**src/include/fetch_config.svh**
```systemverilog
// sizing macros for the instruction fetch front end
// reset PC, queue depth and BTB size

`ifndef FETCH_CONFIG_SVH
`define FETCH_CONFIG_SVH

// --------------------
// reset vector
// --------------------
// boot ROM entry in kseg1
`define FETCH_START_PC 32'hBFC0_0000

// --------------------
// storage sizes
// --------------------
// fetch blocks held between fetch and decode
`define FETCH_QUEUE_DEPTH 4

// log2 of the number of BTB entries
`define BTB_INDEX_BITS 4

`endif

```
**src/logic/fetchPkg.sv**
```systemverilog
// shared fetch types
// exception code and the fetch block carried through the queue

package fetchPkg;

    // --------------------
    // exception codes
    // --------------------
    // subset of the CP0 cause encodings
    typedef enum logic [4:0] {
        // no exception on this block
        EXC_NONE = 5'd0,
        // address error on instruction fetch
        EXC_ADEL = 5'd4
    } excCode_t;

    // --------------------
    // fetch block
    // --------------------
    // one queue entry, four instruction slots
    typedef struct packed {
        // word address of the first wanted slot
        logic [31:0]  pc;
        // bit i set when slot i is wanted
        logic [3:0]   enable;
        // block only exists to pick up a delay slot
        logic         delaySlot;
        logic         hasExc;
        excCode_t     excCode;
        // slot i lives in bits 32i+31 down to 32i
        logic [127:0] data;
    } fetchBlock_t;

endpackage

```
**src/logic/fetchPcGen.sv**
```systemverilog
// fetch PC register with next-block selection
// slot enable mask and word alignment check

`timescale 1ns/100ps
`include "fetch_config.svh"

module fetchPcGen (
    input  logic                 clk,
    input  logic                 rst,
    // exception redirect
    input  logic                 excValid_i,
    input  logic [31:0]          excPc_i,
    // back-end branch correction
    input  logic                 brFlush_i,
    input  logic [31:0]          brTarget_i,
    // request accepted by the memory
    input  logic                 advance_i,
    // BTB prediction on the current PC
    input  logic                 btbHit_i,
    input  logic [1:0]           btbSlot_i,
    input  logic [31:0]          btbTarget_i,
    output logic [31:0]          fetchPc_o,
    output logic [31:0]          blockBase_o,
    output logic [3:0]           enable_o,
    output logic                 delaySlot_o,
    output logic                 misaligned_o,
    output fetchPkg::excCode_t   excCode_o
);

    // unaligned PC as loaded from a redirect
    logic [31:0] pcReg;
    // branch target held across the delay-slot block
    logic [31:0] pendTarget;
    logic        dsPending;
    logic        predHit;
    logic [3:0]  posMask;
    logic [3:0]  stopMask;
    logic [31:0] seqBase;

    // --------------------
    // slot masks
    // --------------------
    // slots below the PC position are not wanted
    always_comb begin
        case (pcReg[3:2])
            2'd0:    posMask = 4'b1111;
            2'd1:    posMask = 4'b1110;
            2'd2:    posMask = 4'b1100;
            default: posMask = 4'b1000;
        endcase
    end

    // keep the branch and its delay slot, drop the rest
    always_comb begin
        case (btbSlot_i)
            2'd0:    stopMask = 4'b0011;
            2'd1:    stopMask = 4'b0111;
            default: stopMask = 4'b1111;
        endcase
    end

    // prediction is ignored on the delay-slot block
    assign predHit = btbHit_i && !dsPending;
    assign seqBase = {blockBase_o[31:4] + 28'd1, 4'b0000};

    // --------------------
    // PC register
    // --------------------
    always_ff @(posedge clk) begin
        if (!rst) begin
            pcReg     <= `FETCH_START_PC;
            dsPending <= 1'b0;
        end else if (excValid_i || brFlush_i) begin
            // exception outranks the branch correction
            pcReg     <= excValid_i ? excPc_i : brTarget_i;
            dsPending <= 1'b0;
        end else if (advance_i) begin
            if (dsPending) begin
                // delay slot fetched, now take the branch
                pcReg     <= pendTarget;
                dsPending <= 1'b0;
            end else if (predHit && btbSlot_i != 2'd3) begin
                pcReg <= btbTarget_i;
            end else if (predHit) begin
                // branch in slot 3, delay slot sits in the next block
                pcReg     <= seqBase;
                dsPending <= 1'b1;
            end else begin
                pcReg <= seqBase;
            end
        end
    end

    // target only matters while dsPending is set
    always_ff @(posedge clk) begin
        if (advance_i && predHit && btbSlot_i == 2'd3) begin
            pendTarget <= btbTarget_i;
        end
    end

    // --------------------
    // outputs
    // --------------------
    assign fetchPc_o    = pcReg;
    assign blockBase_o  = {pcReg[31:4], 4'b0000};
    assign delaySlot_o  = dsPending;
    assign enable_o     = dsPending ? 4'b0001 : (predHit ? (posMask & stopMask) : posMask);
    assign misaligned_o = |pcReg[1:0];
    assign excCode_o    = misaligned_o ? fetchPkg::EXC_ADEL : fetchPkg::EXC_NONE;

endmodule

```
**src/logic/branchTargetBuffer.sv**
```systemverilog
// direct-mapped branch target buffer
// combinational lookup on the fetch PC, registered update

`timescale 1ns/100ps
`include "fetch_config.svh"

module branchTargetBuffer (
    input  logic        clk,
    input  logic        rst,
    // lookup on the current fetch PC
    input  logic [31:0] lookupPc_i,
    // update from the back end
    input  logic        updValid_i,
    input  logic [31:0] updPc_i,
    input  logic [31:0] updTarget_i,
    output logic        hit_o,
    output logic [1:0]  slot_o,
    output logic [31:0] target_o
);

    // --------------------
    // geometry
    // --------------------
    localparam int IDX_W   = `BTB_INDEX_BITS;
    localparam int ENTRIES = 1 << IDX_W;
    // index starts above the 16-byte block offset
    localparam int TAG_LSB = 4 + IDX_W;
    localparam int TAG_W   = 32 - TAG_LSB;

    logic [ENTRIES-1:0] entValid;
    logic [TAG_W-1:0]   entTag    [ENTRIES];
    logic [1:0]         entSlot   [ENTRIES];
    logic [31:0]        entTarget [ENTRIES];

    logic [IDX_W-1:0]   lookIdx;
    logic [TAG_W-1:0]   lookTag;
    logic [IDX_W-1:0]   updIdx;
    logic               tagMatch;
    logic               slotAhead;

    assign lookIdx = lookupPc_i[TAG_LSB-1:4];
    assign lookTag = lookupPc_i[31:TAG_LSB];
    assign updIdx  = updPc_i[TAG_LSB-1:4];

    // --------------------
    // lookup
    // --------------------
    assign tagMatch  = entTag[lookIdx] == lookTag;
    // a branch behind the entry point is never reached
    assign slotAhead = entSlot[lookIdx] >= lookupPc_i[3:2];

    assign hit_o    = entValid[lookIdx] && tagMatch && slotAhead;
    assign slot_o   = entSlot[lookIdx];
    assign target_o = entTarget[lookIdx];

    // --------------------
    // update
    // --------------------
    // valid bits, the only state cleared by reset
    always_ff @(posedge clk) begin
        if (!rst) begin
            entValid <= '0;
        end else if (updValid_i) begin
            entValid[updIdx] <= 1'b1;
        end
    end

    // entry fields, overwritten on every update
    always_ff @(posedge clk) begin
        if (updValid_i) begin
            entTag[updIdx]    <= updPc_i[31:TAG_LSB];
            // slot of the branch inside its block
            entSlot[updIdx]   <= updPc_i[3:2];
            entTarget[updIdx] <= updTarget_i;
        end
    end

endmodule

```
**src/logic/fetchQueue.sv**
```systemverilog
// circular FIFO of fetch blocks
// flush, free-slot count and valid/ready drain to decode

`timescale 1ns/100ps
`include "fetch_config.svh"

module fetchQueue (
    input  logic                                clk,
    input  logic                                rst,
    input  logic                                flush_i,
    // block coming back from memory
    input  logic                                pushValid_i,
    input  fetchPkg::fetchBlock_t               pushBlock_i,
    output logic [$clog2(`FETCH_QUEUE_DEPTH):0] count_o,
    // drain side to decode
    output logic                                outValid_o,
    output fetchPkg::fetchBlock_t               outBlock_o,
    input  logic                                outReady_i
);

    localparam int DEPTH = `FETCH_QUEUE_DEPTH;
    localparam int PTR_W = (DEPTH > 1) ? $clog2(DEPTH) : 1;
    localparam int CNT_W = $clog2(DEPTH) + 1;

    fetchPkg::fetchBlock_t entries [DEPTH];
    logic [PTR_W-1:0] rdPtr;
    logic [PTR_W-1:0] wrPtr;
    logic [CNT_W-1:0] count;
    logic             full;
    logic             doPush;
    logic             doPop;

    // --------------------
    // handshakes
    // --------------------
    assign full   = count == CNT_W'(DEPTH);
    assign doPop  = outValid_o && outReady_i;
    // a full queue still takes a push when the head leaves
    assign doPush = pushValid_i && (!full || doPop);

    // --------------------
    // pointers and count
    // --------------------
    always_ff @(posedge clk) begin
        if (!rst || flush_i) begin
            rdPtr <= '0;
            wrPtr <= '0;
            count <= '0;
        end else begin
            if (doPush) begin
                wrPtr <= (wrPtr == PTR_W'(DEPTH - 1)) ? '0 : wrPtr + 1'b1;
            end
            if (doPop) begin
                rdPtr <= (rdPtr == PTR_W'(DEPTH - 1)) ? '0 : rdPtr + 1'b1;
            end
            // push and pop together leave the count alone
            case ({doPush, doPop})
                2'b10:   count <= count + 1'b1;
                2'b01:   count <= count - 1'b1;
                default: count <= count;
            endcase
        end
    end

    // storage, written at the tail
    always_ff @(posedge clk) begin
        if (doPush && !flush_i) begin
            entries[wrPtr] <= pushBlock_i;
        end
    end

    assign count_o    = count;
    assign outValid_o = count != '0;
    // head holds still until popped
    assign outBlock_o = entries[rdPtr];

endmodule

```
**src/logic/fetchControl.sv**
```systemverilog
// fetch control FSM
// request issue, stale response drop, exception push and halt

`timescale 1ns/100ps
`include "fetch_config.svh"

module fetchControl (
    input  logic                                clk,
    input  logic                                rst,
    // exception or branch flush this cycle
    input  logic                                redirect_i,
    // current fetch PC state
    input  logic                                misaligned_i,
    input  logic [31:0]                         pc_i,
    input  logic [3:0]                          enable_i,
    input  logic                                delaySlot_i,
    input  fetchPkg::excCode_t                  excCode_i,
    input  logic [$clog2(`FETCH_QUEUE_DEPTH):0] queueCount_i,
    // memory request
    output logic                                icReqValid_o,
    input  logic                                icReqReady_i,
    // memory response
    input  logic                                icRespValid_i,
    input  logic [127:0]                        icRespData_i,
    output logic                                advance_o,
    output logic                                pushValid_o,
    output fetchPkg::fetchBlock_t               pushBlock_o,
    output logic                                queueFlush_o
);

    localparam int DEPTH = `FETCH_QUEUE_DEPTH;
    localparam int CNT_W = $clog2(DEPTH) + 1;

    logic             outstanding;
    // response still owed to a request from before a redirect
    logic             dropResp;
    logic             halted;
    logic [31:0]      flightPc;
    logic [3:0]       flightEnable;
    logic             flightDs;
    logic             spaceOk;
    logic             reqFire;
    logic             respPush;
    logic             excPush;

    // --------------------
    // issue gating
    // --------------------
    // issue waits for the in-flight request, so its slot is already back in the count
    assign spaceOk   = queueCount_i < CNT_W'(DEPTH);

    assign icReqValid_o = !outstanding && !halted && !redirect_i && !misaligned_i && spaceOk;
    assign reqFire      = icReqValid_o && icReqReady_i;
    assign advance_o    = reqFire;

    // misaligned PC turns into an exception entry, no memory access
    assign excPush  = !outstanding && !halted && !redirect_i && misaligned_i && spaceOk;
    // only answers we are still waiting for get queued
    assign respPush = icRespValid_i && outstanding && !dropResp && !redirect_i;

    assign pushValid_o  = respPush || excPush;
    assign queueFlush_o = redirect_i;

    // --------------------
    // control state
    // --------------------
    always_ff @(posedge clk) begin
        if (!rst) begin
            outstanding <= 1'b0;
            dropResp    <= 1'b0;
            halted      <= 1'b0;
        end else begin
            if (icRespValid_i && outstanding) begin
                outstanding <= 1'b0;
                dropResp    <= 1'b0;
            end else if (reqFire) begin
                outstanding <= 1'b1;
            end
            if (redirect_i) begin
                // redirect restarts fetch
                halted <= 1'b0;
                if (outstanding && !icRespValid_i) begin
                    dropResp <= 1'b1;
                end
            end else if (excPush) begin
                halted <= 1'b1;
            end
        end
    end

    // snapshot of the block that was requested
    always_ff @(posedge clk) begin
        if (reqFire) begin
            flightPc     <= pc_i;
            flightEnable <= enable_i;
            flightDs     <= delaySlot_i;
        end
    end

    // --------------------
    // pushed block
    // --------------------
    always_comb begin
        if (excPush) begin
            pushBlock_o.pc        = pc_i;
            pushBlock_o.enable    = enable_i;
            pushBlock_o.delaySlot = delaySlot_i;
            pushBlock_o.hasExc    = 1'b1;
            pushBlock_o.excCode   = excCode_i;
            pushBlock_o.data      = '0;
        end else begin
            pushBlock_o.pc        = flightPc;
            pushBlock_o.enable    = flightEnable;
            pushBlock_o.delaySlot = flightDs;
            pushBlock_o.hasExc    = 1'b0;
            pushBlock_o.excCode   = fetchPkg::EXC_NONE;
            pushBlock_o.data      = icRespData_i;
        end
    end

endmodule

```
**src/logic/fetchUnit.sv**
```systemverilog
// fetch front end top level
// PC generator, BTB, fetch queue and control

`timescale 1ns/100ps
`include "fetch_config.svh"

module fetchUnit (
    input  logic                  clk,
    input  logic                  rst,
    // redirects from the back end
    input  logic                  excValid_i,
    input  logic [31:0]           excPc_i,
    input  logic                  brFlush_i,
    input  logic [31:0]           brTarget_i,
    // BTB training
    input  logic                  btbUpdValid_i,
    input  logic [31:0]           btbUpdPc_i,
    input  logic [31:0]           btbUpdTarget_i,
    // instruction memory
    output logic                  icReqValid_o,
    output logic [31:0]           icReqAddr_o,
    input  logic                  icReqReady_i,
    input  logic                  icRespValid_i,
    input  logic [127:0]          icRespData_i,
    // decode side
    output logic                  outValid_o,
    output fetchPkg::fetchBlock_t outBlock_o,
    input  logic                  outReady_i
);

    logic                                redirect;
    logic                                advance;
    logic                                btbHit;
    logic [1:0]                          btbSlot;
    logic [31:0]                         btbTarget;
    logic [31:0]                         fetchPc;
    logic [3:0]                          enable;
    logic                                delaySlot;
    logic                                misaligned;
    fetchPkg::excCode_t                  excCode;
    logic                                pushValid;
    fetchPkg::fetchBlock_t               pushBlock;
    logic                                queueFlush;
    logic [$clog2(`FETCH_QUEUE_DEPTH):0] queueCount;

    // either redirect source restarts the front end
    assign redirect = excValid_i || brFlush_i;

    // --------------------
    // datapath
    // --------------------
    fetchPcGen u_fetchPcGen (
        .clk(clk), .rst(rst),
        .excValid_i(excValid_i), .excPc_i(excPc_i),
        .brFlush_i(brFlush_i), .brTarget_i(brTarget_i),
        .advance_i(advance),
        .btbHit_i(btbHit), .btbSlot_i(btbSlot), .btbTarget_i(btbTarget),
        .fetchPc_o(fetchPc), .blockBase_o(icReqAddr_o), .enable_o(enable),
        .delaySlot_o(delaySlot), .misaligned_o(misaligned), .excCode_o(excCode)
    );

    branchTargetBuffer u_branchTargetBuffer (
        .clk(clk), .rst(rst),
        .lookupPc_i(fetchPc),
        .updValid_i(btbUpdValid_i), .updPc_i(btbUpdPc_i), .updTarget_i(btbUpdTarget_i),
        .hit_o(btbHit), .slot_o(btbSlot), .target_o(btbTarget)
    );

    fetchQueue u_fetchQueue (
        .clk(clk), .rst(rst), .flush_i(queueFlush),
        .pushValid_i(pushValid), .pushBlock_i(pushBlock),
        .count_o(queueCount),
        .outValid_o(outValid_o), .outBlock_o(outBlock_o), .outReady_i(outReady_i)
    );

    // --------------------
    // control
    // --------------------
    fetchControl u_fetchControl (
        .clk(clk), .rst(rst),
        .redirect_i(redirect),
        .misaligned_i(misaligned), .pc_i(fetchPc), .enable_i(enable),
        .delaySlot_i(delaySlot), .excCode_i(excCode),
        .queueCount_i(queueCount),
        .icReqValid_o(icReqValid_o), .icReqReady_i(icReqReady_i),
        .icRespValid_i(icRespValid_i), .icRespData_i(icRespData_i),
        .advance_o(advance), .pushValid_o(pushValid), .pushBlock_o(pushBlock),
        .queueFlush_o(queueFlush)
    );

endmodule

```
**config.mk**
```make
export PLATFORM = sky130hd
export DESIGN_NAME = fetchUnit
export DESIGN_NICKNAME = d
export VERILOG_FILES = /design/src/logic/fetchPkg.sv /design/src/logic/fetchPcGen.sv /design/src/logic/branchTargetBuffer.sv /design/src/logic/fetchQueue.sv /design/src/logic/fetchControl.sv /design/src/logic/fetchUnit.sv
export VERILOG_INCLUDE_DIRS = /design/src /design/src/include
export SDC_FILE = /design/constraint.sdc
export NUM_CORES = 1
export LEC_CHECK = 0
export BUFFER_PORTS_ARGS = -buffer_cell sky130_fd_sc_hd__buf_2
export CAP_MARGIN = 20
export CORE_AREA = 2 2 353 355
export DETAILED_ROUTE_END_ITERATION = 10
export DIE_AREA = 0 0 355 357
export GPL_TIMING_DRIVEN = 0
export PLACE_DENSITY = 0.73
export SYNTH_ARGS = -nofsm -noshare
export SYNTH_HDL_FRONTEND = slang
export SYNTH_SLANG_ARGS = --single-unit
```
**constraint.sdc**
```tcl
create_clock -name clk -period 10.3 [get_ports clk]
set_input_delay 2.06 -clock clk [delete_from_list [all_inputs] [get_ports clk]]
set_output_delay 2.06 -clock clk [all_outputs]
set_load 0.05 [all_outputs]
```
* Word level (Yosys, flattened, before mapping)
Memory sizes are Yosys's and may differ from the RTL's. A register that Yosys moved wholly into a read port is not among the register bits.
Cells that the tools add are included.
** Operators by class
- Add/sub/neg operators :: 5
- $mul :: 0
- Divide/modulo/power cells :: 0
- Magnitude comparators :: 5
- Equal/unequal tests :: 11
- Shift-type cells :: 0
- Mux-type cells :: 36
- Bitwise logic cells :: 3
- Reduce and logical (&&, ||, !) cells :: 42
** Operators by type and width (number)
- 2-to-1 mux 171 bit :: 1
- 2-to-1 mux 32 bit :: 5
- 2-to-1 mux 4 bit :: 8
- adder 28 x 1 -> 28 bit, second input constant :: 1
- equality test 24 bit :: 1
- logical AND 1 bit :: 21
- bitwise OR 16 bit :: 1
- 2-to-1 mux 1 bit :: 12
- equality test 2 bit, second input constant :: 5
- less-than comparator 4 x 5 -> 1 bit, second input constant :: 2
- logical NOT 1 bit :: 9
- one-hot mux 3 bit (3 select lines) :: 1
- 2-to-1 mux 2 bit :: 4
- one-hot mux 4 bit (2 select lines) :: 1
- equality test 2 x 1 -> 1 bit, second input constant :: 3
- one-hot mux 3 bit (2 select lines) :: 1
- OR reduction 2 bit :: 3
- adder 2 x 1 -> 2 bit, second input constant :: 2
- bitwise AND 4 bit :: 1
- binary-select mux 1 bit (select 4 bit) :: 1
- demux 1 bit (select 4 bit) :: 1
- >= comparator 4 x 1 -> 1 bit, second input constant :: 1
- logical NOT 2 bit :: 2
- logical OR 1 bit :: 4
- 10 further kinds :: 11
** Word-level totals
- Bits in registers :: 128
- Bits in latches :: 0
- Memory bits (writable) :: 1612
- Bits in read-only memories :: 0
- Output and inout bits :: 205
- Logic and storage cells :: 119
- Memories :: 4
** Memory list
- u_fetchQueue.entries :: depth 4, width 171, rd ports 1, clocked after Yosys merged registers in 1, write ports 1, line fetchQueue.sv:25 : fetchPkg::fetchBlock_t entries [DEPTH];
- u_branchTargetBuffer.entTarget :: depth 16, width 32, rd ports 1, clocked after Yosys merged registers in 1, write ports 1, line branchTargetBuffer.sv:33 : logic [31:0] entTarget [ENTRIES];
- u_branchTargetBuffer.entTag :: depth 16, width 24, rd ports 1, clocked after Yosys merged registers in 1, write ports 1, line branchTargetBuffer.sv:31 : logic [TAG_W-1:0] entTag [ENTRIES];
- u_branchTargetBuffer.entSlot :: depth 16, width 2, rd ports 1, clocked after Yosys merged registers in 1, write ports 1, line branchTargetBuffer.sv:32 : logic [1:0] entSlot [ENTRIES];

* Longest topological paths before layout
- Depth after elaboration :: 12
- Mapped depth :: 17

* By module
Synthesis repeated with hierarchy kept, for this count alone.
** Unflattened totals
- Cell total of the unflattened synthesis :: 3196
- Area, all modules :: 68237.9 µm²
** Modules (own cells, without submodules)
- branchTargetBuffer :: instances 1, cells an instance 1502, area each 36147.2 µm²
- fetchQueue :: instances 1, cells an instance 958, area each 25204.2 µm²
- fetchPcGen :: instances 1, cells an instance 491, area each 4160.2 µm²
- fetchControl :: instances 1, cells an instance 244, area each 2720.1 µm²
- fetchUnit :: instances 1, cells an instance 1, area each 6.3 µm²

* Worst setup path after synthesis
OpenSTA, ideal clock, no wires.
- Path kind :: input to register
- From :: input brFlush_i
- To :: memory u_fetchQueue.entries[0][0] in the netlist's numbering, enable pin
- Setup time :: 547 ps
- Arrival :: 7597 ps
- Required time :: 9753 ps
- Setup slack :: 2156 ps
- Stages on the path :: 7
- Path buffers :: 2
- Cell sequence :: clkbuf_1 or2_2 nor4_1 o21ai_0 clkbuf_1 a21oi_1 and2_1
** Between the ends
- Longest elaborated chain between the ends :: 10
- Elaborated cells on any way between the ends :: 11
- Classes of those cells :: mux (2); reduce/logical (9)
** Ends and longest elaborated chain
- from (decl) :: line fetchUnit.sv:13 : input logic brFlush_i,
- logical OR 1 bit * :: line fetchUnit.sv:47 : assign redirect = excValid_i || brFlush_i;
- logical NOT 1 bit * :: line fetchQueue.sv:67, fetchControl.sv:57, fetchControl.sv:59
- logical AND 1 bit (3 in a row) :: line fetchControl.sv:57 : assign excPush = !outstanding && !halted && !redirect_i && misaligned_i && spaceOk;
- logical OR 1 bit :: line fetchControl.sv:61 : assign pushValid_o = respPush || excPush;
- logical AND 1 bit :: line fetchQueue.sv:39 : assign doPush = pushValid_i && (!full || doPop);
- logical AND 1 bit * :: line fetchQueue.sv:67 : if (doPush && !flush_i) begin
- 2-to-1 mux 1 bit * :: line fetchQueue.sv:67
- 2-to-1 mux 1 bit (not written as such) * :: line fetchQueue.sv:68 : entries[wrPtr] <= pushBlock_i;
- to (decl) :: line fetchQueue.sv:25
Every way passes the cells marked *; elsewhere a longest branch is shown, timed or not.

* Worst setup path in the final report
- From :: input brFlush_i
- To :: output icReqValid_o
** Between the ends
- Longest elaborated chain between the ends :: 5
** Ends and longest elaborated chain
- logical OR 1 bit :: line fetchUnit.sv:47
- logical NOT 1 bit :: line fetchControl.sv:52 : assign icReqValid_o = !outstanding && !halted && !redirect_i && !misaligned_i && spaceOk;
- logical AND 1 bit (3 in a row) :: line fetchControl.sv:52
- to (decl) :: line fetchUnit.sv:20 : output logic icReqValid_o,
Every way passes these cells.

==> impl_results.md <==
- Critical path launch point type: primary input
- Synth area leaders: edfxtp_1, mux4_2, dfxtp_1
- Nets@finish: 4259
- Crit Path Max Fanout: 10
- Crit path kind: primary input to primary output
- Post-route DRC: 0
- Most used DFF post-synth: edfxtp_1
- Placer Congestion: 0.893
- Hold Crit Class: register to register
- CTS Buffer Depth: 3
- Max-cap violation count: 0
- Share of cells above drive strength 1: 0.323
- Die Wd: 355 um
- # fillers: 8264
- Maximum VDD drop: 0.000187 V
- Worst EP required: 8.24 ns
- Worst Setup Slack post-DPL: 4.35 ns
- Worst Path Arrival: 4.04 ns
- Synth Instances: 3257
- Hold slack final: 0.451 ns
- Clk pin slew, worst setup/hold paths: 0.06 ns
- Remaining antenna violation count after routing: 0
- DP Area: 73400 um2
- Initial antenna violation count: 14
- Vias in the first global route: 35200
- Die area: 127000 um2
- Core ar.: 123000 um2
- Final Util: 0.641
- Pwr Density: 190 nW/um2
- Final TNS setup: 0 ns
- Headroom to the max-slew limit: 0.247
- Post-DP HPWL: 117000 um
- CTS tree: done
- Post-CTS Setup Inserts: 0
- Clk sinks: 1730
- Clk_lat worst skew: 0.80 ns
- Top cell type by total area after synthesis: edfxtp_1
- First-pass GRT wire length: 248000 um
- Initial Utilization: 0.548
- Inserted Clock Buffers: 173
- Final Hold Viols: 0
- Drt via density: 6.20
- CP endpoint kind: primary output
- Avg Synthesized Cell Area: 20.7 um2
- Cell Rows: 129
- Area share of the leading cell type in the synthesized netlist: 0.742
- Max-slew violations: 0
- Cell variety after synth: 70
- Count of hold buffers inserted by post-cts repair: 0
- Number of I/O pins: 469
- Clock Skew: 0.0396 ns
- Final Setup Violations: 0
- Total GRT Usage: 0.276
- Fmax: 164 MHz
- I/O Buffers: 456
- Sequential area share after synthesis: 0.761
- Clock root buffer: clkbuf_16
- Number of synthesized flops with an enable pin: 1665
- Final WS setup: 4.20 ns
- Post-CTS Resized: 0
- H-tree depth: 4
- Average wire per standard cell: 30.3 um
- Syn. warnings: 0
- Design area: 78900 um2
- Via count: 35700
- WL final: 175000 um
- Cell area after synthesis: 67400 um2
- Synthesized flop and latch total: 1730
- Post-synth ARST share: 0
- Outcome: completed
- Pre-antenna DRT Iters: 7
- Leak Pwr: 25.6 nW
- DR iter-0 viols: 4919
- Slew @ Worst Pin: 1.13 ns
- Largest net degree at the start of global routing: 58
- Unrepaired setup endpoints after global routing: false
- Final period util: 0.592
- Synth-to-layout area growth: 17.1%
- Die Y: 357 um
- Crit path time final: 6.10 ns
- Grt total ovfl: 0
[synth_stat cells (4+ instances only)]
library cell	n
edfxtp_1	1665
mux4_2	424
nand2_1	175
and2_1	138
clkbuf_1	88
nor2_1	73
mux2i_1	69
dfxtp_1	65
a21oi_1	52
o21ai_0	51
buf_4	46
buf_1	45
nand3_1	45
xnor2_1	29
buf_2	28
xor2_1	22
o21a_1	18
or3_1	18
a31oi_1	17
inv_1	16
a22oi_1	15
a221oi_1	13
nor3_1	13
o211ai_1	13
buf_6	9
ha_1	9
o21ai_1	9
nand4_1	8
nor2b_1	7
a21boi_1	5
and3_1	5
nand2b_1	5
nand3b_1	4
[cells by family (layout without fill, tap and decap cells)]
group / Yosys count / in the layout / share of synthesized area
muxes: 497 / 497 / 0.153
other: 1 / 16 / 0.0000557
DFF: 1730 / 1730 / 0.761
adders and majority gates: 10 / 10 / 0.00197
AOI/OAI and AO/OA: 219 / 219 / 0.0211
buffers and inverters: 237 / 1088 / 0.0173
and+or+nand+nor: 512 / 512 / 0.0388
xor gates and xnor gates: 51 / 51 / 0.00663
[where the power goes]
group / switching, mW / internal [mW] / total, mW / leakage (nW)
Combinational: 0.656 / 0.364 / 1.02 / 7.42
Sequential: 0.0486 / 7.85 / 7.89 / 15.6
Clock: 2.59 / 3.46 / 6.05 / 2.64
[layout make-up]
| type | count | area, um2 | area share |
|---|---|---|---|
| sequential | 1730 | 51300 | 0.650 |
| multi-input combinational | 1297 | 15100 | 0.191 |
| clock buffer | 230 | 4710 | 0.0597 |
| timing repair buffer | 546 | 3870 | 0.0491 |
| tap | 1637 | 2050 | 0.0260 |
| buffer | 217 | 1090 | 0.0138 |
| clock inverter | 75 | 713 | 0.00904 |
| inverter | 20 | 75.1 | 0.000952 |
| antenna | 8 | 20.0 | 0.000254 |
[critical path, stage by stage]
cell and delay, ns:
clkbuf_1 0.23, or2_2 0.43, nor4_1 0.46, buf_2 0.29, and2_1 0.25, buf_2 0.30
[metrics by stage]
step,power (mW),cells
4_1_cts,15.0,5748
3_3_place_gp,9.02,5357
3_5_place_dp,9.04,5443
2_1_floorplan,8.63,3264
5_1_grt,15.4,5752
6_report,15.0,5760
[path summary, 6_finish.rpt]
kind	from	end	slack (ns)	depth (start not counted)
worst max register to register	register	u_fetchQueue.entries[3][138]	4.67	14
worst min register to register	u_fetchPcGen.fetchPc_o[27]	u_fetchControl.flightPc[27]	0.45	0
worst max-delay path	brFlush_i	icReqValid_o	4.20	6
worst min-delay path	u_fetchPcGen.fetchPc_o[27]	u_fetchControl.flightPc[27]	0.45	0
[metal layers]
metal	up-vias	global-route usage	wire length, um
li1	14800	-	-
met1	18500	0.383	66700
met2	2183	0.432	82600
met3	304	0.0794	20000
met4	8	0.0836	5340
met5	-	0	67
[sequential cells by signal (all words and copies together) (netlist names), named ones only]
| signal | cells |
|---|---|
| u_fetchControl.flightEnable | 4 |
| u_branchTargetBuffer.entSlot | 32 |
| u_fetchControl.flightPc | 32 |
| u_branchTargetBuffer.entTag | 384 |
| u_branchTargetBuffer.entTarget | 512 |
| u_fetchQueue.rdPtr | 2 |
| u_fetchPcGen.pendTarget | 32 |
| u_fetchPcGen.delaySlot_o | 1 |
| u_fetchQueue.count_o | 3 |
| u_fetchQueue.wrPtr | 2 |
| u_branchTargetBuffer.entValid | 16 |
| u_fetchPcGen.fetchPc_o | 32 |
| u_fetchControl.halted | 1 |
| u_fetchControl.flightDs | 1 |
| u_fetchControl.outstanding | 1 |
| u_fetchQueue.entries | 668 |
[cells in the final DEF, fill, tap and decap left out, types with 9 or more instances in the layout]
master,n
buf_6,39
clkbuf_1,134
clkbuf_16,178
nor2_4,12
ha_1,9
nor3_1,9
o21a_1,18
dfxtp_1,65
nand3_1,45
buf_12,26
a221oi_1,13
o21ai_1,9
o21ai_0,51
and2_1,134
buf_4,50
inv_1,16
a22oi_1,15
nor2_1,61
mux4_2,424
xor2_1,22
bufinv_16,10
mux2i_1,69
a31oi_1,17
o211ai_1,13
clkinv_2,23
a21oi_1,52
or3_1,18
nand2_1,175
xnor2_1,29
buf_2,486
edfxtp_1,1665
clkinv_1,27
buf_1,44
buf_16,21
Note: power is estimated with default switching activity, not from simulation.
